--- src/lenet_pkg.sv ---
`default_nettype none

package lenet_pkg;

    // -------------------------------------------------------------------------
    // Datapath widths
    // -------------------------------------------------------------------------
    localparam int PIX_W  = 8;   // Pixel and weight
    localparam int PROD_W = 16;  // Approximate product
    localparam int ACC_W  = 24;  // Up to 256 full-scale beats per lane
    localparam int ACT_W  = 8;   // Saturated activation

    // -------------------------------------------------------------------------
    // Beat, control and result words
    // -------------------------------------------------------------------------

    // One operand pair per lane and beat
    typedef struct packed {
        logic [PIX_W-1:0] pixel;
        logic [PIX_W-1:0] weight;
    } pair_t;

    // Per-beat strobes shared by all lanes
    typedef struct packed {
        logic valid;  // Beat present
        logic first;  // Load instead of accumulate
        logic last;   // Window closes with this beat
    } lane_ctl_t;

    typedef struct packed {
        logic [ACC_W-1:0] sum;
        logic [ACT_W-1:0] act;
    } conv_result_t;

endpackage

`default_nettype wire

--- src/approx_mul_8x8.sv ---
`default_nettype none

module approx_mul_8x8 import lenet_pkg::*; (
    input  logic [PIX_W-1:0]  a,
    input  logic [PIX_W-1:0]  b,
    output logic [PROD_W-1:0] p
);

    localparam int ROW_W = 13;  // Span of the compressed lower rows

    logic [PIX_W-1:0][PIX_W-1:0] pp;  // pp[i] is b gated by a[i]
    logic [PROD_W-1:0]           upper;
    logic [ROW_W-1:0]            row1;
    logic [ROW_W-1:0]            row2;
    logic [ROW_W-1:0]            row3;
    logic                        w8_and;
    logic                        w8_or;

    always_comb begin
        for (int i = 0; i < PIX_W; i++) begin
            pp[i] = b & {PIX_W{a[i]}};
        end
    end

    // -------------------------------------------------------------------------
    // Exact part, rows 6 and 7 keep every bit
    // -------------------------------------------------------------------------
    assign upper = PROD_W'({pp[6], 6'b0}) + PROD_W'({pp[7], 7'b0});

    // -------------------------------------------------------------------------
    // Lower six rows, merged in pairs bit by bit
    // Columns listed from bit 12 down to bit 0
    // -------------------------------------------------------------------------
    assign row1 = {
        pp[4][7] & pp[5][6],   // 12
        pp[4][6] & pp[5][5],   // 11
        pp[2][7] & pp[3][6],   // 10, carry of the pair below
        pp[2][7] | pp[3][6],   // 9
        pp[1][7],              // 8
        pp[0][7] ^ pp[1][6],   // 7
        pp[2][3] & pp[3][2],   // 6
        1'b0,
        pp[2][1] ^ pp[3][0],   // 4
        1'b0,
        pp[0][1] ^ pp[1][0],   // 2
        2'b00                  // Bits 1 and 0 dropped
    };

    assign row2 = {
        pp[5][7],              // 12
        pp[4][7] ^ pp[5][6],   // 11
        pp[3][7],              // 10
        pp[4][5] & pp[5][4],   // 9
        pp[2][5] | pp[3][4],   // 8
        pp[4][2] | pp[5][1],   // 7
        pp[2][4] | pp[3][3],   // 6
        1'b0,
        pp[4][0],              // 4
        4'b0000
    };

    assign row3 = {
        2'b00,
        pp[4][6] ^ pp[5][5],   // 10
        pp[4][5] | pp[5][4],   // 9
        pp[2][6] | pp[3][5],   // 8
        pp[4][3] ^ pp[5][2],   // 7
        pp[4][2] & pp[5][1],   // 6
        6'b000000
    };

    // Weight 8 pair kept as two separate terms
    assign w8_and = pp[4][4] & pp[5][3];
    assign w8_or  = pp[4][4] | pp[5][3];

    // Most low-order columns are gone, so the result leans low
    assign p = upper
             + PROD_W'(row1)
             + PROD_W'(row2)
             + PROD_W'(row3)
             + PROD_W'({w8_and, 8'b0})
             + PROD_W'({w8_or, 8'b0});

endmodule

`default_nettype wire

--- src/mac_lane.sv ---
`default_nettype none

module mac_lane import lenet_pkg::*; (
    input  logic             clk,
    input  logic             rst_n,
    input  pair_t            pair,
    input  lane_ctl_t        ctl,
    output logic [ACC_W-1:0] acc,
    output lane_ctl_t        acc_ctl
);

    logic [PROD_W-1:0] prod;
    logic [ACC_W-1:0]  prod_ext;

    approx_mul_8x8 mul_i (
        .a (pair.pixel),
        .b (pair.weight),
        .p (prod)
    );

    assign prod_ext = ACC_W'(prod);

    // -------------------------------------------------------------------------
    // Accumulator and its control word move together
    // -------------------------------------------------------------------------
    always_ff @(posedge clk or negedge rst_n) begin
        if (!rst_n) begin
            acc     <= '0;
            acc_ctl <= '0;
        end else begin
            acc_ctl <= ctl;  // Tells the reducer what acc now holds
            if (ctl.valid) begin
                if (ctl.first) begin
                    acc <= prod_ext;  // New window
                end else begin
                    acc <= acc + prod_ext;
                end
            end
        end
    end

endmodule

`default_nettype wire

--- src/window_feeder.sv ---
`default_nettype none

module window_feeder import lenet_pkg::*; #(
    parameter int NUM_LANES = 4
) (
    input  logic                  clk,
    input  logic                  rst_n,
    input  logic                  in_valid,
    input  logic                  start,
    input  logic                  in_last,
    input  pair_t [NUM_LANES-1:0] in_pairs,
    output pair_t [NUM_LANES-1:0] lane_pairs,
    output lane_ctl_t             lane_ctl
);

    logic start_pend;  // Start seen, no beat yet
    logic open_win;

    // Start may arrive with the opening beat or any cycle before it
    assign open_win = start | start_pend;

    // -------------------------------------------------------------------------
    // Window tracking and control stage
    // -------------------------------------------------------------------------
    always_ff @(posedge clk or negedge rst_n) begin
        if (!rst_n) begin
            start_pend <= 1'b0;
            lane_ctl   <= '0;
        end else begin
            if (in_valid) begin
                start_pend <= 1'b0;  // Consumed by this beat
            end else if (start) begin
                start_pend <= 1'b1;
            end

            lane_ctl.valid <= in_valid;
            lane_ctl.first <= in_valid & open_win;
            lane_ctl.last  <= in_valid & in_last;
        end
    end

    // Pairs hold their value through gaps
    always_ff @(posedge clk) begin
        if (in_valid) begin
            lane_pairs <= in_pairs;
        end
    end

endmodule

`default_nettype wire

--- src/lane_reducer.sv ---
`default_nettype none

module lane_reducer import lenet_pkg::*; #(
    parameter int NUM_LANES = 4,
    parameter int OUT_SHIFT = 6
) (
    input  logic                             clk,
    input  logic                             rst_n,
    input  logic [NUM_LANES-1:0][ACC_W-1:0]  lane_acc,
    input  lane_ctl_t                        acc_ctl,
    output logic                             out_valid,
    output conv_result_t                     out_result
);

    logic [ACC_W-1:0] sum;
    logic [ACC_W-1:0] shifted;
    logic [ACT_W-1:0] act;
    logic             fire;

    // -------------------------------------------------------------------------
    // Lane sum and activation
    // -------------------------------------------------------------------------
    always_comb begin
        sum = '0;
        for (int i = 0; i < NUM_LANES; i++) begin
            sum = sum + lane_acc[i];
        end
    end

    assign shifted = sum >> OUT_SHIFT;

    // Clamp to full scale when any bit above the activation is set
    assign act = (|shifted[ACC_W-1:ACT_W]) ? '1 : shifted[ACT_W-1:0];

    assign fire = acc_ctl.valid & acc_ctl.last;  // Accumulators hold a full window

    // -------------------------------------------------------------------------
    // Output register
    // -------------------------------------------------------------------------
    always_ff @(posedge clk or negedge rst_n) begin
        if (!rst_n) begin
            out_valid <= 1'b0;
        end else begin
            out_valid <= fire;  // Single-cycle strobe
        end
    end

    always_ff @(posedge clk) begin
        if (fire) begin
            out_result.sum <= sum;
            out_result.act <= act;
        end
    end

endmodule

`default_nettype wire

--- src/conv_dot_top.sv ---
`default_nettype none

module conv_dot_top import lenet_pkg::*; #(
    parameter int NUM_LANES = 4,
    parameter int OUT_SHIFT = 6
) (
    input  logic                  clk,
    input  logic                  rst_n,
    input  logic                  in_valid,
    input  logic                  start,
    input  logic                  in_last,
    input  pair_t [NUM_LANES-1:0] in_pairs,
    output logic                  out_valid,
    output conv_result_t          out_result
);

    pair_t [NUM_LANES-1:0]            lane_pairs;
    lane_ctl_t                        lane_ctl;
    logic [NUM_LANES-1:0][ACC_W-1:0]  lane_acc;
    lane_ctl_t                        acc_ctl;

    window_feeder #(
        .NUM_LANES (NUM_LANES)
    ) feeder_i (
        .clk        (clk),
        .rst_n      (rst_n),
        .in_valid   (in_valid),
        .start      (start),
        .in_last    (in_last),
        .in_pairs   (in_pairs),
        .lane_pairs (lane_pairs),
        .lane_ctl   (lane_ctl)
    );

    // Lane 0 alone carries the delayed control to the reducer
    for (genvar i = 0; i < NUM_LANES; i++) begin : g_lane
        if (i == 0) begin : g_head
            mac_lane lane_i (
                .clk     (clk),
                .rst_n   (rst_n),
                .pair    (lane_pairs[i]),
                .ctl     (lane_ctl),
                .acc     (lane_acc[i]),
                .acc_ctl (acc_ctl)
            );
        end else begin : g_tail
            mac_lane lane_i (
                .clk     (clk),
                .rst_n   (rst_n),
                .pair    (lane_pairs[i]),
                .ctl     (lane_ctl),
                .acc     (lane_acc[i]),
                .acc_ctl ()
            );
        end
    end

    lane_reducer #(
        .NUM_LANES (NUM_LANES),
        .OUT_SHIFT (OUT_SHIFT)
    ) reducer_i (
        .clk        (clk),
        .rst_n      (rst_n),
        .lane_acc   (lane_acc),
        .acc_ctl    (acc_ctl),
        .out_valid  (out_valid),
        .out_result (out_result)
    );

endmodule

`default_nettype wire

--- config.mk ---
export PLATFORM = sky130hd
export DESIGN_NAME = conv_dot_top
export DESIGN_NICKNAME = d
export VERILOG_FILES = /design/src/lenet_pkg.sv /design/src/approx_mul_8x8.sv /design/src/mac_lane.sv /design/src/window_feeder.sv /design/src/lane_reducer.sv /design/src/conv_dot_top.sv
export SDC_FILE = /design/constraint.sdc
export NUM_CORES = 1
export LEC_CHECK = 0
export ABC_AREA = 1
export BUFFER_PORTS_ARGS = -buffer_cell sky130_fd_sc_hd__buf_4
export CORE_MARGIN = 4
export CORE_UTILIZATION = 30
export DETAILED_ROUTE_END_ITERATION = 10
export SYNTH_ARGS = -nofsm -noshare
export SYNTH_HDL_FRONTEND = slang
export SYNTH_HIERARCHICAL = 1
export SYNTH_SLANG_ARGS = --single-unit
--- constraint.sdc ---
create_clock -name clk -period 5.7 [get_ports clk]
set_input_delay 0.855 -clock clk [delete_from_list [all_inputs] [get_ports clk]]
set_output_delay 0.855 -clock clk [all_outputs]
set_load 0.03 [all_outputs]
Yosys cells after proc, flatten, opt, wreduce, memory -nomap -nowiden --
Cells that the tools add are included.
Cells by class: add/subtract/negate cells 31, $mul 0, div/mod/pow operators 0, magnitude comparators 0, eq/ne operators 0, shift-type cells 0, multiplexer cells 6, bitwise gates (word level) 116, reduce and logical (&&, ||, !) cells 2
Operators by type and width (number):
- $and A8 B8 Y8 | 32
- $add A16 B13 Y16 | 8
- $add A16 B9 Y16 | 8
- $add A24 B16 Y24 | 4
- $mux W24 | 4
- $add A24 B24 Y24 | 3
- $add A14 B15 Y16 | 4
- $add A16 B11 Y16 | 4
- $and A1 B1 Y1 | 31
- $or A1 B1 Y1 | 29
- $xor A1 B1 Y1 | 24
- $reduce_or A10 Y1 | 1
- $mux W1 | 2
- $reduce_bool A2 Y1 | 1
Word-level totals: register bits 199, bits in latches 0, RAM bits 0, memory bits (read-only) 0, input port bits 69, output and inout port bits 33, word-level logic and storage cells 176, memories 0

Logic depth before layout (Yosys ltp) --
word-level depth 9, depth in mapped cells 28, depth with buffers taken out 27

Modules after synthesis --
Netlist, hierarchy kept.
Modules (own cells, without submodules):
- mac_lane | times used 4, cells an instance 367, area an instance 2347.3 sq um, seq. area each 675.6 sq um
- lane_reducer | times used 1, cells an instance 535, area an instance 4205.3 sq um, seq. area each 985.9 sq um
- approx_mul_8x8 (g_lane[0].g_head.lane_i.mul_i ...) | times used 2, cells an instance 199, area an instance 1400.1 sq um, seq. area each 0.0 sq um
- window_feeder | times used 1, cells an instance 74, area an instance 2044.5 sq um, seq. area each 2021.9 sq um
- approx_mul_8x8 (g_lane[2].g_tail.lane_i.mul_i) | times used 1, cells an instance 201, area an instance 1407.6 sq um, seq. area each 0.0 sq um
- approx_mul_8x8 (g_lane[3].g_tail.lane_i.mul_i) | times used 1, cells an instance 199, area an instance 1406.3 sq um, seq. area each 0.0 sq um

Least setup slack after synthesis --
Ideal clock, no wire load.
path type reg2reg, start point register feeder_i/lane_pairs[46] (netlist name), end point register g_lane[2].g_tail.lane_i.acc[23], setup time 0.119 ns, arrival time 4.544 ns, data required time 5.581 ns, slack 1.037 ns, cell stages (with the launch flop) 27, buffers on the path 1, period minus slack after synthesis 4.663 ns, cell sequence edfxtp_1 -> clkbuf_1 -> nand2_1 -> inv_1 -> fa_1 -> fa_1 -> inv_1 -> fa_1 -> inv_1 -> ha_1 -> ha_1 -> inv_1 -> fa_1 -> inv_1 -> nand2_1 -> nand2_1 -> nand2_1 -> xnor2_1 -> ha_1 -> nand2_2 -> nor2_1 -> and2_1 -> nand3b_1 -> nand3_2 -> nand3_1 -> nand2_1 -> nor2_1
Between the ends: word-level cells in the longest chain between the ends 9
RTL lines:
- $and A8 B8 Y8 | RTL line approx_mul_8x8.sv:21 | pp[i] = b & {PIX_W{a[i]}};
- $add A14 B15 Y16 | RTL line approx_mul_8x8.sv:28 | assign upper = PROD_W'({pp[6], 6'b0}) + PROD_W'({pp[7], 7'b0});
- $add A16 B13 Y16 | RTL line approx_mul_8x8.sv:78 | + PROD_W'(row1)
- $add A16 B13 Y16 | RTL line approx_mul_8x8.sv:79 | + PROD_W'(row2)
- $add A16 B11 Y16 | RTL line approx_mul_8x8.sv:80 | + PROD_W'(row3)
- $add A16 B9 Y16 | RTL line approx_mul_8x8.sv:81 | + PROD_W'({w8_and, 8'b0})
- $add A16 B9 Y16 | RTL line approx_mul_8x8.sv:82 | + PROD_W'({w8_or, 8'b0});
- named net g_lane[2].g_tail.lane_i.prod[13] | RTL line mac_lane.sv:12 | logic [PROD_W-1:0] prod;
- $add A24 B16 Y24 | RTL line mac_lane.sv:36 | acc <= acc + prod_ext;
- $mux W24 | RTL line mac_lane.sv:33 | if (ctl.first) begin
- to (signal assigned) | RTL line mac_lane.sv:34 | acc <= prod_ext;
- to (signal assigned) | RTL line mac_lane.sv:36
- to (decl) | RTL line mac_lane.sv:8 | output logic [ACC_W-1:0] acc,
The timed path passes the listed nets, and every way through them passes these cells. A chain may end at the register's enable or synchronous reset.

Final worst setup path --
start point register feeder_i/lane_pairs[38] (netlist name), end point register g_lane[2].g_tail.lane_i.acc[19]
Between the ends: word-level cells in the longest chain between the ends 9, elaborated cells between the ends (all ways) 23, classes of those cells add/sub (7); mux (1); bitwise (15)
RTL lines (RTL line):
- $and A8 B8 Y8 | approx_mul_8x8.sv:21
- $add A14 B15 Y16, or another cell as far along | approx_mul_8x8.sv:28
- $add A16 B13 Y16 | approx_mul_8x8.sv:78
- $add A16 B13 Y16 | approx_mul_8x8.sv:79
- $add A16 B11 Y16 (*) | approx_mul_8x8.sv:80
- $add A16 B9 Y16 (*) | approx_mul_8x8.sv:81
- $add A16 B9 Y16 (*) | approx_mul_8x8.sv:82
- named net g_lane[2].g_tail.lane_i.prod[13] | mac_lane.sv:12
- $add A24 B16 Y24 (*) | mac_lane.sv:36
- $mux W24 (*) | mac_lane.sv:33
Mark *: on every way through the listed nets, which the timed path passes. The rest lies on a longest branch.

==> run summary <==
Outcome
- **outcome** completed

Flow run
- **maxcap violations** 0

Yosys
- **syn avg cell area** 7.33 um2
- **summed instance area of the synthesized netlist** 21,000 um2
- **total number of yosys warnings** 6
- **instance count of the mapped netlist** 2,865

Global route
- **vias in the first global route** 17,300
- **antenna violations before repair** 0
- **wire length of the first global-routing pass** 88.9 mm
- **Global Route Usage Sum** 0.148
- **total gr overflow** 0
- **pin count of the biggest net entering global routing** 68

Final layout
- **synthesis-to-layout area growth** 11.0%
- **number of inserted diodes** 0
- **final-stage net count** 3,336
- **fraction of layout cells with a size suffix above 1** 0.106

Route
- **routed vias** 17,400
- **vias per cell** 4.46
- **iteration-0 DRC count of the detailed router** 1,186
- **ANT nets after route** 0
- **Detailed Route WL** 53.3 mm
- **average wire per cell in the routed design** 13.7 um
- **drt pass-1 iters** 5
- **DRC violation count after routing** 0

Timing
- **final number of hold-violating endpoints** 0
- **fin crit share** 0.904
- **fin crit period** 5.15 ns
- **Slew HR** 0.332
- **worst-case clock skew** 0.0192 ns
- **RSZ-0062 raised after global routing** false
- **total negative setup slack** 0 ns
- **final number of setup-violating endpoints** 0
- **Highest Clock Rate** 194 MHz
- **Max Slew Vio Count** 0
- **actual slew at the worst max-slew pin** 1.00 ns

Worst setup path
- **arrival time at the worst endpoint** 5.54 ns
- **most frequent cell on the critical path** sky130_fd_sc_hd__inv_1
- **worst setup path class** reg -> reg
- **sort of element at the end of the critical path** register
- **WP data required** 6.09 ns
- **stage delay of the slowest cell on the critical path** 0.55 ns
- **CP Max Fanout** 6
- **Setup crit start kind** register
- **standard cell with the maximum stage delay on the critical path** sky130_fd_sc_hd__fa_1

Clock network
- **clock-pin transition on the worst setup and hold timing paths** 0.09 ns
- **number of levels the H-tree was split into** 4
- **clock tree from TritonCTS** done
- **quantity of gates resized following cts** 0
- **clock latency on the worst-skew pair** 0.49 ns
- **Root Buffer Master** sky130_fd_sc_hd__clkbuf_16
- **maximum count of clock buffers along a single path** 2
- **total clock buffers created by CTS** 17
- **number of sinks on the clock net** 199
- **buffers inserted during post-CTS setup optimization** 0
- **Post-CTS Hold Fix Bufs** 0

Worst hold path
- **worst min path class** reg -> reg

Placed design
- **sum of net half-perimeters after detailed placement** 43.6 mm
- **Routability Congestion** 0.921
- **port buffer count** 101

Die
- **area of the die** 74,300 um2
- **area of the placeable core** 68,900 um2
- **effective utilization at floorplan** 0.305
- **horizontal die dimension** 273 um
- **number of core rows** 96
- **num ports** 102
- **overall die height** 273 um

[worst paths after layout]
kind / from / to / slack [ns] / cells past startpoint
setup / recovery: feeder_i/lane_pairs[38]$_DFFE_PP_ / g_lane[2].g_tail.lane_i/acc[19]$_DFFE_PN0P_ / 0.55 / 25
hold / removal: feeder_i/lane_ctl[0]$_DFF_PN0_ / g_lane[0].g_head.lane_i/acc_ctl[0]$_DFF_PN0_ / 0.43 / 0
setup reg to reg: feeder_i/lane_pairs[38]$_DFFE_PP_ / g_lane[2].g_tail.lane_i/acc[19]$_DFFE_PN0P_ / 0.55 / 25
hold reg to reg: feeder_i/lane_ctl[0]$_DFF_PN0_ / g_lane[0].g_head.lane_i/acc_ctl[0]$_DFF_PN0_ / 0.43 / 0
max in group asynchronous: rst_n / g_lane[0].g_head.lane_i/acc_ctl[2]$_DFF_PN0_ / 4.02 / 2
min in group asynchronous: rst_n / g_lane[2].g_tail.lane_i/acc[9]$_DFFE_PN0P_ / 0.51 / 1
[registers in the layout (all words and copies together), names as in the netlist]
signal and cells:
feeder_i/lane_ctl 3, g_lane.g_head.lane_i/acc 24, feeder_i/start_pend 1, feeder_i/lane_pairs 64, g_lane.g_tail.lane_i/acc 72, g_lane.g_head.lane_i/acc_ctl 2
reducer_i/out_valid 1, reducer_i/out_result 32
[metrics by stage]
step	area [um2]	setup WS, ns	instances	hold WS (ns)	utilization
3_3_place_gp	22700	0.551	3862	0.448	0.330
2_1_floorplan	21000	1.04	2873	0.331	-
5_1_grt	23300	0.114	3894	0.472	0.338
4_1_cts	23300	0.486	3894	0.440	0.338
6_report	23300	0.548	3894	0.431	0.338
3_5_place_dp	22700	0.510	3862	0.433	0.330
[layer usage]
metal | share of wire | GRT usage | routed length (um)
met5 | 0 | 0 | 0
met4 | 0.026 | 0.0459 | 1370
met3 | 0.044 | 0.0297 | 2360
met2 | 0.46 | 0.245 | 24500
met1 | 0.47 | 0.196 | 25000
[worst max-delay path: cells and delay by family, from the launching register on]
family                     cells  cell delay [ns]
AOI/OAI and AO/OA              1             0.24
adders and majority gates      7             2.84
buffers and inverters          5             0.34
DFF                            1             0.46
xor gates and xnor gates       1             0.14
and+or+nand+nor               11             1.02
[final cells by class]
class                      instances  area (um2)
fill                            7405       45600
multi-input combinational       2007       13000
sequential                       199        5460
inverter                         615        2310
tap                              931        1160
timing repair buffer             110         826
clock buffer                      17         425
clock inverter                    15         178
[placed cells by master, fill, tap and decap left out, types with 10 or more instances in the layout]
master and count:
sky130_fd_sc_hd__o21ai_1 11, sky130_fd_sc_hd__ha_1 183, sky130_fd_sc_hd__o221ai_1 12, sky130_fd_sc_hd__conb_1 12, sky130_fd_sc_hd__nor2_2 12, sky130_fd_sc_hd__clkbuf_16 17
sky130_fd_sc_hd__nor2_1 223, sky130_fd_sc_hd__o21ai_0 23, sky130_fd_sc_hd__nand2_1 814, sky130_fd_sc_hd__xor2_1 21, sky130_fd_sc_hd__buf_4 110, sky130_fd_sc_hd__fa_1 134
sky130_fd_sc_hd__o21ai_2 12, sky130_fd_sc_hd__a21oi_1 102, sky130_fd_sc_hd__o22ai_1 24, sky130_fd_sc_hd__nand3_2 21, sky130_fd_sc_hd__inv_2 29, sky130_fd_sc_hd__nand3b_1 10
sky130_fd_sc_hd__inv_1 579, sky130_fd_sc_hd__nand2_2 63, sky130_fd_sc_hd__xnor2_1 24, sky130_fd_sc_hd__nand3_1 175, sky130_fd_sc_hd__nand4_1 21, sky130_fd_sc_hd__edfxtp_1 96
sky130_fd_sc_hd__nor3_1 34, sky130_fd_sc_hd__dfrtp_1 102
Power is left out: the tool's default activity adds up to more than one toggle a clock period on the data nets, which glitch-free logic cannot reach.
